--- src/ctrl_defs.svh ---
//////////////////////////////////////////////////////////////////////
// controller configuration macros
// data width, fast interrupt lines and trap cause field sizes
//////////////////////////////////////////////////////////////////////

`ifndef CTRL_DEFS_SVH
`define CTRL_DEFS_SVH

// address and data width of the core
`define CTRL_XLEN 32

// number of fast interrupt lines
`define CTRL_NUM_FAST_IRQ 15

// cause code of fast interrupt 0, line n maps to base + n
`define CTRL_FAST_IRQ_BASE 16

// width of a trap cause, msb marks an interrupt
`define CTRL_CAUSE_W 6

`endif

--- src/ctrl_pkg.sv ---
//////////////////////////////////////////////////////////////////////
// controller types
// states, fetch selects, trap causes and the bundles between blocks
//////////////////////////////////////////////////////////////////////

`include "ctrl_defs.svh"

package ctrl_pkg;

  // main controller states
  typedef enum logic [3:0] {
    RESET, BOOT_SET, WAIT_SLEEP, SLEEP, FIRST_FETCH, DECODE, FLUSH, IRQ_TAKEN
  } ctrl_fsm_e;

  // fetch address source
  typedef enum logic [1:0] {
    PC_BOOT, PC_JUMP, PC_EXC, PC_ERET
  } pc_sel_e;

  // only machine and user mode
  typedef enum logic [1:0] {
    PRIV_LVL_U = 2'b00,
    PRIV_LVL_M = 2'b11
  } priv_lvl_e;

  // mcause encoding, msb set for interrupts
  typedef enum logic [`CTRL_CAUSE_W-1:0] {
    EXC_CAUSE_NONE               = {1'b0, 5'd0},
    EXC_CAUSE_INSN_ACCESS_FAULT  = {1'b0, 5'd1},
    EXC_CAUSE_ILLEGAL_INSN       = {1'b0, 5'd2},
    EXC_CAUSE_BREAKPOINT         = {1'b0, 5'd3},
    EXC_CAUSE_LOAD_ACCESS_FAULT  = {1'b0, 5'd5},
    EXC_CAUSE_STORE_ACCESS_FAULT = {1'b0, 5'd7},
    EXC_CAUSE_ECALL_UMODE        = {1'b0, 5'd8},
    EXC_CAUSE_ECALL_MMODE        = {1'b0, 5'd11},
    EXC_CAUSE_IRQ_SOFTWARE_M     = {1'b1, 5'd3},
    EXC_CAUSE_IRQ_TIMER_M        = {1'b1, 5'd7},
    EXC_CAUSE_IRQ_EXTERNAL_M     = {1'b1, 5'd11},
    // fast lines 1..14 follow on from here
    EXC_CAUSE_IRQ_FAST_0         = {1'b1, 5'(`CTRL_FAST_IRQ_BASE)},
    EXC_CAUSE_IRQ_NM             = {1'b1, 5'd31}
  } exc_cause_e;

  // interrupt lines already qualified with mie
  typedef struct packed {
    logic                          irq_software;
    logic                          irq_timer;
    logic                          irq_external;
    logic [`CTRL_NUM_FAST_IRQ-1:0] irq_fast;
  } irqs_t;

  // instruction sitting in the ID stage with its decoder flags
  typedef struct packed {
    logic                  valid;
    logic [`CTRL_XLEN-1:0] instr;
    logic [15:0]           instr_c;
    logic                  is_compressed;
    logic                  fetch_err;
    logic                  fetch_err_plus2;
    logic [`CTRL_XLEN-1:0] pc;
    logic                  illegal;
    logic                  ecall;
    logic                  ebreak;
    logic                  mret;
    logic                  wfi;
    logic                  csr_flush;
  } id_insn_t;

  // exception chosen for the next FLUSH
  typedef struct packed {
    logic                  pending;
    exc_cause_e            cause;
    logic [`CTRL_XLEN-1:0] mtval;
  } exc_info_t;

  // toward the prefetcher and mcause
  typedef struct packed {
    logic       instr_req;
    logic       pc_set;
    pc_sel_e    pc_mux;
    exc_cause_e exc_cause;
  } fetch_ctrl_t;

  // strobes toward the CSR file
  typedef struct packed {
    logic                  save_if;
    logic                  save_id;
    logic                  save_cause;
    logic                  restore_mret;
    logic [`CTRL_XLEN-1:0] mtval;
  } csr_ctrl_t;

endpackage

--- src/ctrl_exc_detect.sv ---
//////////////////////////////////////////////////////////////////////
// exception detection
// qualifies decoder flags, registers the requests and picks the
// winning exception together with its cause and trap value
//////////////////////////////////////////////////////////////////////

`timescale 1ns/1ps
`include "ctrl_defs.svh"

module ctrl_exc_detect import ctrl_pkg::*; (
  input  logic                  clk_i,
  input  logic                  rst_ni,
  input  id_insn_t              insn_i,
  input  priv_lvl_e             priv_i,
  input  logic                  mstatus_tw_i,
  input  logic                  load_err_i,
  input  logic                  store_err_i,
  input  logic [`CTRL_XLEN-1:0] lsu_addr_i,
  input  logic                  in_flush_i,
  output exc_info_t             exc_o,
  output logic                  special_req_o,
  output logic                  branch_block_o,
  output logic                  mret_o,
  output logic                  wfi_o,
  output logic                  csr_flush_o
);

  logic ecall;
  logic ebrk;
  logic fetch_err;
  logic illegal_umode;
  logic illegal_d, illegal_q;
  logic exc_req_d, exc_req_q;
  logic load_err_d, load_err_q;
  logic store_err_d, store_err_q;
  logic fetch_err_prio;
  logic illegal_prio;
  logic ecall_prio;
  logic ebrk_prio;
  logic store_prio;
  logic load_prio;

  //////////////////////////////////////////////////////////////////////
  // request qualification
  //////////////////////////////////////////////////////////////////////

  // decoder flags ignore valid, so gate them here
  assign ecall       = insn_i.ecall & insn_i.valid;
  assign ebrk        = insn_i.ebreak & insn_i.valid;
  assign fetch_err   = insn_i.fetch_err & insn_i.valid;
  assign mret_o      = insn_i.mret & insn_i.valid;
  assign wfi_o       = insn_i.wfi & insn_i.valid;
  assign csr_flush_o = insn_i.csr_flush & insn_i.valid;

  // mret needs M-mode, TW traps wfi out of U-mode
  assign illegal_umode = (priv_i != PRIV_LVL_M) & (mret_o | (mstatus_tw_i & wfi_o));

  // flops drop out in FLUSH so a handled request does not fire twice
  assign illegal_d   = ((insn_i.illegal & insn_i.valid) | illegal_umode) & ~in_flush_i;
  assign exc_req_d   = (ecall | ebrk | illegal_d | fetch_err) & ~in_flush_i;
  assign load_err_d  = load_err_i & ~in_flush_i;
  assign store_err_d = store_err_i & ~in_flush_i;

  // lsu strobes last one cycle and carry no ID valid
  assign special_req_o = mret_o | wfi_o | csr_flush_o | exc_req_d | load_err_i | store_err_i;

  // a branch only needs to back off for a broken fetch
  assign branch_block_o = fetch_err & ~in_flush_i;

  always_ff @(posedge clk_i or negedge rst_ni) begin
    if (!rst_ni) begin
      illegal_q   <= 1'b0;
      exc_req_q   <= 1'b0;
      load_err_q  <= 1'b0;
      store_err_q <= 1'b0;
    end else begin
      illegal_q   <= illegal_d;
      exc_req_q   <= exc_req_d;
      load_err_q  <= load_err_d;
      store_err_q <= store_err_d;
    end
  end

  //////////////////////////////////////////////////////////////////////
  // priority pick
  //////////////////////////////////////////////////////////////////////

  // privileged spec order: ID faults first, then lsu faults
  always_comb begin
    fetch_err_prio = 1'b0;
    illegal_prio   = 1'b0;
    ecall_prio     = 1'b0;
    ebrk_prio      = 1'b0;
    store_prio     = 1'b0;
    load_prio      = 1'b0;
    if (fetch_err) begin
      fetch_err_prio = 1'b1;
    end else if (illegal_q) begin
      illegal_prio = 1'b1;
    end else if (ecall) begin
      ecall_prio = 1'b1;
    end else if (ebrk) begin
      ebrk_prio = 1'b1;
    end else if (store_err_q) begin
      store_prio = 1'b1;
    end else if (load_err_q) begin
      load_prio = 1'b1;
    end
  end

  always_comb begin
    exc_o.pending = exc_req_q | store_err_q | load_err_q;
    exc_o.cause   = EXC_CAUSE_NONE;
    exc_o.mtval   = '0;
    if (fetch_err_prio) begin
      exc_o.cause = EXC_CAUSE_INSN_ACCESS_FAULT;
      // second half of a split 32 bit fetch failed
      exc_o.mtval = insn_i.fetch_err_plus2 ? (insn_i.pc + 'd2) : insn_i.pc;
    end else if (illegal_prio) begin
      exc_o.cause = EXC_CAUSE_ILLEGAL_INSN;
      exc_o.mtval = insn_i.is_compressed ? {{(`CTRL_XLEN-16){1'b0}}, insn_i.instr_c}
                                         : insn_i.instr;
    end else if (ecall_prio) begin
      exc_o.cause = (priv_i == PRIV_LVL_M) ? EXC_CAUSE_ECALL_MMODE : EXC_CAUSE_ECALL_UMODE;
    end else if (ebrk_prio) begin
      exc_o.cause = EXC_CAUSE_BREAKPOINT;
    end else if (store_prio) begin
      exc_o.cause = EXC_CAUSE_STORE_ACCESS_FAULT;
      exc_o.mtval = lsu_addr_i;
    end else if (load_prio) begin
      exc_o.cause = EXC_CAUSE_LOAD_ACCESS_FAULT;
      exc_o.mtval = lsu_addr_i;
    end
  end

  // the instruction is retained into FLUSH, so exactly one source must still be named
  a_prio_onehot: assert property (@(posedge clk_i) disable iff (!rst_ni)
    (in_flush_i && exc_o.pending) |->
      $onehot({fetch_err_prio, illegal_prio, ecall_prio, ebrk_prio, store_prio, load_prio}));

endmodule

--- src/ctrl_fsm.sv ---
//////////////////////////////////////////////////////////////////////
// controller state machine
// boot, fetch redirect, CSR save and restore, NMI mode and the
// halt, retain and flush controls of the ID handshake
//////////////////////////////////////////////////////////////////////

`timescale 1ns/1ps

module ctrl_fsm import ctrl_pkg::*; (
  input  logic        clk_i,
  input  logic        rst_ni,
  input  logic        insn_valid_i,
  input  exc_info_t   exc_i,
  input  logic        special_req_i,
  input  logic        branch_block_i,
  input  logic        mret_i,
  input  logic        wfi_i,
  input  logic        csr_flush_i,
  input  logic        branch_set_i,
  input  logic        jump_set_i,
  input  logic        stall_id_i,
  input  logic        handle_irq_i,
  input  exc_cause_e  irq_cause_i,
  input  logic        irq_pending_i,
  output fetch_ctrl_t fetch_o,
  output csr_ctrl_t   csr_o,
  output logic        id_in_ready_o,
  output logic        instr_valid_clear_o,
  output logic        flush_id_o,
  output logic        busy_o,
  output logic        nmi_mode_o,
  output logic        in_flush_o
);

  ctrl_fsm_e state_q, state_d;
  logic      nmi_mode_q, nmi_mode_d;
  logic      halt_if;
  logic      retain_id;
  logic      flush_id;

  //////////////////////////////////////////////////////////////////////
  // next state and outputs
  //////////////////////////////////////////////////////////////////////

  always_comb begin
    fetch_o.instr_req = 1'b1;
    fetch_o.pc_set    = 1'b0;
    fetch_o.pc_mux    = PC_BOOT;
    fetch_o.exc_cause = EXC_CAUSE_NONE;
    csr_o             = '0;
    state_d           = state_q;
    nmi_mode_d        = nmi_mode_q;
    busy_o            = 1'b1;
    halt_if           = 1'b0;
    retain_id         = 1'b0;
    flush_id          = 1'b0;

    unique case (state_q)
      RESET: begin
        // load the boot address, no request yet
        fetch_o.instr_req = 1'b0;
        fetch_o.pc_set    = 1'b1;
        busy_o            = 1'b0;
        state_d           = BOOT_SET;
      end

      BOOT_SET: begin
        fetch_o.pc_set = 1'b1;
        state_d        = FIRST_FETCH;
      end

      WAIT_SLEEP: begin
        busy_o            = 1'b0;
        fetch_o.instr_req = 1'b0;
        halt_if           = 1'b1;
        flush_id          = 1'b1;
        state_d           = SLEEP;
      end

      SLEEP: begin
        fetch_o.instr_req = 1'b0;
        halt_if           = 1'b1;
        flush_id          = 1'b1;
        // any raised line wakes the core, mie only gates the trap
        if (irq_pending_i || handle_irq_i) begin
          state_d = FIRST_FETCH;
        end else begin
          busy_o = 1'b0;
        end
      end

      FIRST_FETCH: begin
        // wait for the first instruction to land in ID
        if (!stall_id_i) begin
          state_d = DECODE;
        end
        if (handle_irq_i) begin
          state_d = IRQ_TAKEN;
          halt_if = 1'b1;
        end
      end

      DECODE: begin
        // mux set early, only pc_set depends on the branch outcome
        fetch_o.pc_mux = PC_JUMP;

        // keep the instruction in ID, FLUSH sorts out what it wants
        if (special_req_i) begin
          retain_id = 1'b1;
          state_d   = FLUSH;
        end

        // a failed fetch must trap rather than jump
        if ((branch_set_i || jump_set_i) && insn_valid_i && !branch_block_i) begin
          fetch_o.pc_set = 1'b1;
        end

        // interrupts wait for a stalled instruction to finish
        if (handle_irq_i) begin
          if (stall_id_i) begin
            halt_if = 1'b1;
          end else if (!special_req_i) begin
            halt_if = 1'b1;
            state_d = IRQ_TAKEN;
          end
        end
      end

      FLUSH: begin
        halt_if  = 1'b1;
        flush_id = 1'b1;
        state_d  = DECODE;

        if (exc_i.pending) begin
          // trap, epc comes from the instruction in ID
          fetch_o.pc_set    = 1'b1;
          fetch_o.pc_mux    = PC_EXC;
          fetch_o.exc_cause = exc_i.cause;
          csr_o.save_id     = 1'b1;
          csr_o.save_cause  = 1'b1;
          csr_o.mtval       = exc_i.mtval;
        end else if (mret_i) begin
          fetch_o.pc_set     = 1'b1;
          fetch_o.pc_mux     = PC_ERET;
          csr_o.restore_mret = 1'b1;
          // leaving the nmi handler re-arms interrupts
          nmi_mode_d         = 1'b0;
        end else if (wfi_i) begin
          state_d = WAIT_SLEEP;
        end else if (csr_flush_i && handle_irq_i) begin
          // interrupt just enabled through a CSR write
          state_d = IRQ_TAKEN;
        end
      end

      IRQ_TAKEN: begin
        fetch_o.pc_mux = PC_EXC;
        // line may have dropped meanwhile, then just resume
        if (handle_irq_i) begin
          fetch_o.pc_set    = 1'b1;
          fetch_o.exc_cause = irq_cause_i;
          csr_o.save_if     = 1'b1;
          csr_o.save_cause  = 1'b1;
          if (irq_cause_i == EXC_CAUSE_IRQ_NM) begin
            nmi_mode_d = 1'b1;
          end
        end
        state_d = DECODE;
      end

      default: begin
        fetch_o.instr_req = 1'b0;
        state_d           = RESET;
      end
    endcase
  end

  //////////////////////////////////////////////////////////////////////
  // ID handshake
  //////////////////////////////////////////////////////////////////////

  assign id_in_ready_o = ~stall_id_i & ~halt_if & ~retain_id;

  // retained instructions stay valid unless flushed
  assign instr_valid_clear_o = ~(stall_id_i | retain_id) | flush_id;

  assign flush_id_o = flush_id;
  assign nmi_mode_o = nmi_mode_q;
  assign in_flush_o = (state_q == FLUSH);

  always_ff @(posedge clk_i or negedge rst_ni) begin
    if (!rst_ni) begin
      state_q    <= RESET;
      nmi_mode_q <= 1'b0;
    end else begin
      state_q    <= state_d;
      nmi_mode_q <= nmi_mode_d;
    end
  end

  a_state_legal: assert property (@(posedge clk_i) disable iff (!rst_ni)
    state_q inside {RESET, BOOT_SET, WAIT_SLEEP, SLEEP, FIRST_FETCH, DECODE, FLUSH,
                    IRQ_TAKEN});

  // every trap redirect must also record mcause
  a_exc_saves_cause: assert property (@(posedge clk_i) disable iff (!rst_ni)
    (fetch_o.pc_set && (fetch_o.pc_mux == PC_EXC)) |-> csr_o.save_cause);

endmodule

--- src/ctrl_irq_select.sv ---
//////////////////////////////////////////////////////////////////////
// interrupt selection
// decides whether an interrupt is taken and encodes its cause
//////////////////////////////////////////////////////////////////////

`timescale 1ns/1ps
`include "ctrl_defs.svh"

module ctrl_irq_select import ctrl_pkg::*; (
  input  irqs_t      irqs_i,
  input  logic       irq_nm_i,
  input  logic       mie_i,
  input  logic       nmi_mode_i,
  output logic       handle_irq_o,
  output exc_cause_e cause_o
);

  logic [4:0] fast_id;
  logic       fast_any;

  assign fast_any = |irqs_i.irq_fast;

  // nmi ignores mie, nothing nests inside an nmi handler
  assign handle_irq_o = ~nmi_mode_i & (irq_nm_i | ((|irqs_i) & mie_i));

  // highest numbered fast line wins, later hits override
  always_comb begin
    fast_id = '0;
    for (int i = 0; i < `CTRL_NUM_FAST_IRQ; i++) begin
      if (irqs_i.irq_fast[i]) begin
        fast_id = 5'(i);
      end
    end
  end

  // NMI, fast, external, software, then timer
  always_comb begin
    if (irq_nm_i) begin
      cause_o = EXC_CAUSE_IRQ_NM;
    end else if (fast_any) begin
      cause_o = exc_cause_e'({1'b1, 5'(`CTRL_FAST_IRQ_BASE) + fast_id});
    end else if (irqs_i.irq_external) begin
      cause_o = EXC_CAUSE_IRQ_EXTERNAL_M;
    end else if (irqs_i.irq_software) begin
      cause_o = EXC_CAUSE_IRQ_SOFTWARE_M;
    end else begin
      // timer, or nothing at all when handle_irq is low
      cause_o = EXC_CAUSE_IRQ_TIMER_M;
    end
  end

  // a fast cause must point back at a line that is really raised
  always_comb begin
    if (cause_o[5] && cause_o[4] && (cause_o != EXC_CAUSE_IRQ_NM)) begin
      a_fast_cause_line: assert (irqs_i.irq_fast[4'(cause_o[4:0] - 5'(`CTRL_FAST_IRQ_BASE))]);
    end
  end

endmodule

--- src/ctrl_top.sv ---
//////////////////////////////////////////////////////////////////////
// controller top level
// exception detection and interrupt selection feeding the FSM
//////////////////////////////////////////////////////////////////////

`timescale 1ns/1ps
`include "ctrl_defs.svh"

module ctrl_top import ctrl_pkg::*; (
  input  logic                  clk_i,
  input  logic                  rst_ni,
  input  id_insn_t              insn_i,
  input  logic                  branch_set_i,
  input  logic                  jump_set_i,
  input  logic                  stall_id_i,
  input  priv_lvl_e             priv_i,
  input  logic                  mstatus_mie_i,
  input  logic                  mstatus_tw_i,
  input  irqs_t                 irqs_i,
  input  logic                  irq_nm_i,
  input  logic                  load_err_i,
  input  logic                  store_err_i,
  input  logic [`CTRL_XLEN-1:0] lsu_addr_i,
  output fetch_ctrl_t           fetch_o,
  output csr_ctrl_t             csr_o,
  output logic                  id_in_ready_o,
  output logic                  instr_valid_clear_o,
  output logic                  flush_id_o,
  output logic                  busy_o,
  output logic                  nmi_mode_o
);

  exc_info_t  exc;
  exc_cause_e irq_cause;
  logic       special_req;
  logic       branch_block;
  logic       mret;
  logic       wfi;
  logic       csr_flush;
  logic       in_flush;
  logic       handle_irq;
  logic       irq_pending;

  // any line at all, used for wake-up
  assign irq_pending = |irqs_i;

  ctrl_exc_detect u_exc_detect (
    .clk_i          (clk_i),
    .rst_ni         (rst_ni),
    .insn_i         (insn_i),
    .priv_i         (priv_i),
    .mstatus_tw_i   (mstatus_tw_i),
    .load_err_i     (load_err_i),
    .store_err_i    (store_err_i),
    .lsu_addr_i     (lsu_addr_i),
    .in_flush_i     (in_flush),
    .exc_o          (exc),
    .special_req_o  (special_req),
    .branch_block_o (branch_block),
    .mret_o         (mret),
    .wfi_o          (wfi),
    .csr_flush_o    (csr_flush)
  );

  ctrl_irq_select u_irq_select (
    .irqs_i       (irqs_i),
    .irq_nm_i     (irq_nm_i),
    .mie_i        (mstatus_mie_i),
    .nmi_mode_i   (nmi_mode_o),
    .handle_irq_o (handle_irq),
    .cause_o      (irq_cause)
  );

  ctrl_fsm u_fsm (
    .clk_i               (clk_i),
    .rst_ni              (rst_ni),
    .insn_valid_i        (insn_i.valid),
    .exc_i               (exc),
    .special_req_i       (special_req),
    .branch_block_i      (branch_block),
    .mret_i              (mret),
    .wfi_i               (wfi),
    .csr_flush_i         (csr_flush),
    .branch_set_i        (branch_set_i),
    .jump_set_i          (jump_set_i),
    .stall_id_i          (stall_id_i),
    .handle_irq_i        (handle_irq),
    .irq_cause_i         (irq_cause),
    .irq_pending_i       (irq_pending),
    .fetch_o             (fetch_o),
    .csr_o               (csr_o),
    .id_in_ready_o       (id_in_ready_o),
    .instr_valid_clear_o (instr_valid_clear_o),
    .flush_id_o          (flush_id_o),
    .busy_o              (busy_o),
    .nmi_mode_o          (nmi_mode_o),
    .in_flush_o          (in_flush)
  );

endmodule

--- config.mk ---
export PLATFORM = sky130hd
export DESIGN_NAME = ctrl_top
export DESIGN_NICKNAME = d
export VERILOG_FILES = /design/src/ctrl_pkg.sv /design/src/ctrl_exc_detect.sv /design/src/ctrl_fsm.sv /design/src/ctrl_irq_select.sv /design/src/ctrl_top.sv
export VERILOG_INCLUDE_DIRS = /design/src
export SDC_FILE = /design/constraint.sdc
export NUM_CORES = 1
export LEC_CHECK = 0
export BUFFER_PORTS_ARGS = -buffer_cell sky130_fd_sc_hd__buf_2
export CORE_MARGIN = 1
export CORE_UTILIZATION = 40
export CTS_CLUSTER_DIAMETER = 50
export DETAILED_ROUTE_END_ITERATION = 10
export PLACE_DENSITY = 0.84
export SETUP_SLACK_MARGIN = 0.5
export SLEW_MARGIN = 20
export SYNTH_ARGS = -nofsm -noshare
export SYNTH_HDL_FRONTEND = slang
export SYNTH_SLANG_ARGS = --single-unit
export TNS_END_PERCENT = 5
--- constraint.sdc ---
create_clock -name clk_i -period 3.15 [get_ports clk_i]
set_clock_uncertainty 0.05 [all_clocks]
set_input_delay 0.7875 -clock clk_i [delete_from_list [all_inputs] [get_ports clk_i]]
set_output_delay 0.7875 -clock clk_i [all_outputs]
set_load 0.03 [all_outputs]
==> flow_summary.ini, run 1 <==
[status]
status = finished with violations
violations = setup timing

[floorplan]
start_util_pct = 42.28
core_mm2 = 0.005608
die_x_um = 78.99
io_pins = 203
die_area_mm2 = 0.006239
die_height_um = 78.99
core.rowCount = 27

[route]
drt-initial-drc-count = 993
drtPass1Iterations = 9
routed_via_density = 7.232
postRouteAntennaNets = 0
drcViolationCount = 0
wirelength_um = 17710
vias = 4766
wl_per_cell_um = 26.88

[timing]
setup_violations = 30
finalHoldViolCount = 0
fin_ws_ns = -0.3549
relSlewSlack_pct = 38.55
rsz0062_at_grt = true
slew_violations = 0
fin_crit_ns = 3.505
worst_slew_pin_slew_ns = 0.9207
min_period_over_period_pct = 111.3
max_freq_ghz = 0.2853
fin_tns_setup_ns = -3.728

[grt]
antenna_found_initial = 5
grt_overflow = 0
grt_pass1_vias = 4467
grt_max_degree = 56
grt_pass1_wl_um = 23490
track_usage_pct = 49.08

[worst_setup_path]
crit_arrival_ns = 2.67
rr_worst_depth = 6
cpMaxStageDelayCell = a211oi_4
critical_path_buf_inv_count = 3
worstPathCellList = buf_6 > nand4_1 > nand2b_4 > buf_4 > nor4_2 > xnor2_1 > a211oi_4 > buf_2
crit_required_ns = 2.31
path_class = in2out
critical-path-top-delay-family = simple AND/OR/NAND/NOR gates
end_kind = output port
slowest_delay_ns = 0.40
startpoint_type = input port
critPathMaxFanout = 4
worst-path-stages = 8

[synthesis]
synth-main-ff-cell = dfrtp_1
synth_common_cells = a221oi_1 (32), a211oi_1 (31), nand2_1 (24)
synth-edff-count = 0
synthArstFlopShare_pct = 100.0
synth_cells = 339
synth_top_area_share_pct = 11.82
synth-seq-cells = 9
synth.largest_area_cell = a221oi_1
yosysSeqAreaShare_pct = 9.499
synth_area_leaders = a221oi_1 (12%), a211oi_1 (9.8%), dfrtp_1 (9.5%)
yosysWarnings = 0
synth_most_common_cell = a221oi_1
avgSynthCellArea_um2 = 6.994
synth_area_mm2 = 0.002371
syn_nets = 492
ys_types = 46

[placement]
hpwl_um = 8889
io_buffers = 202
gp_congestion = 0.9351

[cells_and_area]
layout-drive-gt1-share_pct = 65.52
area_growth_pct = 107.1
fillers = 255
layout.nets = 737

[clocking]
htreeDepth = 1
cts_buffer_depth = 2
insertion_delay_ns = 0.24
root_buffer = clkbuf_8
numCtsBuffers = 3
clock-sinks = 9
clkSlewWorstSetupHoldPaths_ns = 0.05
cts_tree = built

[pwr]
p_leak_nw = 2.152
power_density_mw_per_mm2 = 197.6
ir_drop_uv = 262.8
finalPower_mw = 0.9706

[worst_hold_path]
min_path_type = in2async

[job]
max-cap-violations = 0
-- power breakdown --
group	internal (mW)	leakage (nW)	total (mW)	switching, mW
clock	0.0889	0.0228	0.142	0.0533
combinational	0.291	2.02	0.684	0.394
sequential	0.130	0.111	0.144	0.0141
-- layout make-up --
type	instances	area [um2]	area share, %
Inverter	13	48.80	0.9936
Sequential cell	9	226.5	4.611
Tap cell	72	90.09	1.834
Multi-Input combinational cell	290	2660	54.17
Timing Repair Buffer	267	1831	37.27
Antenna cell	4	10.01	0.2038
Clock buffer	4	45.04	0.9172
-- registers in the layout, summed over array words and instances, names as in the netlist --
signal / flops
u_exc_detect.exc_req_q: 1
u_exc_detect.illegal_q: 1
u_exc_detect.load_err_q: 1
u_exc_detect.store_err_q: 1
u_fsm.nmi_mode_o: 1
u_fsm.state_q: 4
-- per-layer routing --
layer	wire [um]	share of wire (%)	GRT usage, %
met2	7478	42	79.57
met1	5326	30	48.33
met5	46	0.26	0
met4	2027	11	37.45
met3	2834	16	23.22
-- cell usage in the layout (no fill, tap or decap), types with 3 or more instances in the layout --
cell type | Yosys | routed
buf_2 | 0 | 144
buf_4 | 0 | 79
buf_6 | 0 | 41
nand2_1 | 24 | 21
a221oi_1 | 32 | 19
nand4_1 | 18 | 18
a211oi_2 | 0 | 18
nor2_1 | 22 | 17
mux2_2 | 15 | 15
a21oi_1 | 14 | 13
inv_1 | 13 | 12
xor2_1 | 13 | 12
a211oi_4 | 0 | 12
xnor2_1 | 16 | 12
nor3_1 | 18 | 9
nand3_1 | 10 | 9
a221oi_2 | 0 | 9
dfrtp_1 | 9 | 8
nor2b_1 | 6 | 6
nor4_2 | 0 | 6
nor3_2 | 0 | 6
diode_2 | 0 | 4
o21ai_0 | 7 | 4
and4_1 | 7 | 4
nor2_2 | 0 | 4
xnor2_2 | 0 | 4
a221oi_4 | 0 | 4
nand2b_1 | 5 | 3
o31a_1 | 3 | 3
o31ai_1 | 3 | 3
nand2_2 | 0 | 3
and4_4 | 0 | 3
nor3_4 | 0 | 3
o211a_1 | 3 | 3
clkbuf_8 | 0 | 3
-- worst paths after layout --
| path | end | slack (ns) | from |
|---|---|---|---|
| min reg2reg | u_fsm.state_q[2] | 0.48 | u_fsm.state_q[3] |
| max in group asynchronous | u_fsm.state_q[3] | 2.50 | rst_ni |
| max reg2reg | u_fsm.state_q[0] | 1.32 | u_exc_detect.store_err_q |
| min in group clk_i | u_fsm.state_q[2] | 0.48 | u_fsm.state_q[3] |
| max | csr_o[22] | -0.35 | insn_i[18] |
| min | u_fsm.nmi_mode_o | 0.35 | rst_ni |
-- kinds of logic (layout without fill, tap and decap cells) --
kind of cell             after synthesis  count (layout)  synth area share, %
AO/OA/AOI/OAI                        107             107                34.09
XOR/XNOR                              29              29                10.71
adder cells (fa/ha/maj)                1               1               0.5276
buffers and inverters                 40             284                6.332
flip-flops                             9               9                9.499
multiplexers                          17              17                7.968
other                                  1               5               0.1582
AND/OR/NAND/NOR                      135             135                30.71
-- repair_timing --
| item | 4_1_cts | 5_1_grt |
|---|---|---|
| hold buffers | 0 | 0 |
| pin swaps | 58 | 28 |
| gates resized for setup | 137 | 22 |
| cloned | 1 | 0 |
| buffers inserted | 6 | 3 |
| setup endpoints to repair | 45 | 47 |
-- through the flow --
| step | setup slack [ns] | cells | area [um2] | util (%) | hold WS (ns) |
|---|---|---|---|---|---|
| finish | -0.3549 | 659 | 4911 | 87.57 | 0.3472 |
| global route | -0.4337 | 659 | 4911 | 87.57 | 0.3588 |
| CTS | -0.1173 | 652 | 4787 | 85.36 | 0.3570 |
| detailed placement | -0.2286 | 641 | 4138 | 73.78 | 0.5015 |
| global placement | -0.1392 | 641 | 4138 | 73.78 | 0.4956 |
| floorplan | 0.004986 | 339 | 2695 | - | 0.4419 |
(Power assumes the default switching activity.)
==> run 2, diff against run 1 <==
--- a/config.mk
+++ b/config.mk
@@ -11,6 +11,7 @@
 export CORE_UTILIZATION = 40
 export CTS_CLUSTER_DIAMETER = 50
 export DETAILED_ROUTE_END_ITERATION = 10
+export MAX_ROUTING_LAYER = met4
 export PLACE_DENSITY = 0.84
 export SETUP_SLACK_MARGIN = 0.5
 export SLEW_MARGIN = 20
==> run 2 against run 1 <==
The flow still finishes with violations (setup timing). Maximum frequency up 4.7%. Via count shrank 14%. Worst setup slack better by 0.16 ns. Die area stayed put. Clock power hardly changed. Count of clock-buffer cells in the layout unchanged. Core utilization shrank 7.6 points. First-iteration DRC count decreased by 73%. Sequential share of layout area grew 0.41 points. Cell count is 1.5% lower. Largest cell class unchanged.
==> flow_summary.ini, run 2 (synthesized netlist as in run 1, its figures left out) <==
[worst_setup_path]
cpMaxStageDelayCell = nor4_4
startpoint = insn_i[7]
crit_required_ns = 2.31
rr_endpoint = u_fsm.state_q[0]
critical_path_buf_inv_count = 2
worstPathCellList = buf_2 > ha_2 > and4_4 > nand3_2 > nor4_4 > xnor2_2 > a211oi_4 > buf_4
worst-r2r-setup-slack_ns = 1.42
r2r-start = u_fsm.nmi_mode_o
critical-path-top-delay-family = simple AND/OR/NAND/NOR gates
end_kind = output port
startpoint_type = input port
path_class = in2out
slowest_delay_ns = 0.36
rr_worst_depth = 6
critPathMaxFanout = 3
crit_arrival_ns = 2.51

[grt]
grt_pass1_wl_um = 18200
grt_pass1_vias = 3936
antenna_found_initial = 1
grt_max_degree = 56
grt_overflow = 0
track_usage_pct = 37.58

[pwr]
finalPower_mw = 0.8740
power_density_mw_per_mm2 = 195.0
ir_drop_uv = 222.6
p_leak_nw = 1.975

[floorplan]
die_area_mm2 = 0.006239
die_height_um = 78.99
core_mm2 = 0.005608
io_pins = 203
start_util_pct = 42.28
core.rowCount = 27
die_x_um = 78.99

[clocking]
numCtsBuffers = 3
clkSlewWorstSetupHoldPaths_ns = 0.05
cts_buffer_depth = 2
insertion_delay_ns = 0.24
cts_tree = built
root_buffer = clkbuf_8
clock-sinks = 9
hold_buffers = 0
htreeDepth = 1

[placement]
io_buffers = 202
place_ws_ns = -0.1751
placed_cells = 643
gp_congestion = 0.9362
hpwl_um = 8911
placed_cell_area_mm2 = 0.004153

[cells_and_area]
layout-drive-gt1-share_pct = 60.94
largest_register_ffs = 4
layout_common_cells = buf_2 (172), buf_4 (69), a221oi_1 (31)
layout_commonest_cell = buf_2
layout.nets = 730
top_register = u_fsm.state_q
area_growth_pct = 89.08
fin_util_pct = 79.94
fin_area_mm2 = 0.004483
fillers = 371
fin_cells = 649

[timing]
setup_violations = 27
relSlewSlack_pct = 52.64
finalHoldViolCount = 0
fin_ws_ns = -0.1968
timing.hold.ws_ns = 0.3492
min_period_over_period_pct = 106.2
fin_tns_setup_ns = -2.277
slew_violations = 0
max_freq_ghz = 0.2988
rsz0062_at_grt = true
fin_crit_ns = 3.347
worst_slew_pin_slew_ns = 0.7096

[route]
drtPass1Iterations = 7
vias = 4120
wirelength_um = 12620
drt-initial-drc-count = 268
postRouteAntennaNets = 0
routed_via_density = 6.348
drcViolationCount = 0
wl_per_cell_um = 19.44

[status]
status = finished with violations
violations = setup timing

[job]
max-cap-violations = 0

[worst_hold_path]
min_path_type = in2async
==> run 2: cell types whose count changed in the layout (fill, tap and decap cells not counted), moves of 4 or more <==
cell	delta
buf_2	+28
buf_6	-24
a221oi_1	+12
buf_4	-10
a221oi_2	-9
nor2_1	+4
==> run 2: layout make-up <==
type | instances | area (um2) | area share (%)
clock buffers | 4 | 45.04 | 1.005
flip-flops and latches | 9 | 225.2 | 5.024
inverters | 13 | 48.80 | 1.088
well taps | 72 | 90.09 | 2.009
diodes | 1 | 2.502 | 0.05582
multi-input cells | 290 | 2461 | 54.90
repair buffers | 260 | 1610 | 35.92
==> run 2: repair_timing <==
action                                  4_1_cts  5_1_grt
endpoints found under the setup margin       45       47
buffers inserted                              1        0
gates resized for setup                      57       23
pin swaps                                    11       10
==> run 2: how the worst max path moves through the flow <==
stage | depth (start not counted) | slack, ns | endpoint
floorplan | 5 | 0.005 | fetch_o[1]
global placement | 7 | -0.13 | id_in_ready_o
detailed placement | 7 | -0.18 | id_in_ready_o
CTS | 8 | -0.09 | fetch_o[1]
global route | 8 | -0.31 | csr_o[21]
finish | 8 | -0.20 | csr_o[23]
==> run 2: report_power, final <==
group | switching [mW] | total (mW) | internal, mW
combinational | 0.334 | 0.590 | 0.256
clock | 0.0525 | 0.141 | 0.0888
sequential | 0.0123 | 0.143 | 0.130
total | 0.399 | 0.874 | 0.475
==> run 2: per-layer routing <==
layer | global-route usage [%] | wire [um] | up-vias
li1 | - | - | 1806
met4 | 19.45 | 708 | 0
met5 | - | 0 | -
met2 | 67.93 | 6411 | 300
met1 | 38.33 | 4367 | 1942
met3 | 7.356 | 1128 | 72
==> run 2: worst register-to-register path, delay by kind of cell, from the launching register on <==
family	cells	cell delay (ns)
buf+inv	2	0.25
compound gates	2	0.30
flops	1	0.42
simple gates	2	0.59
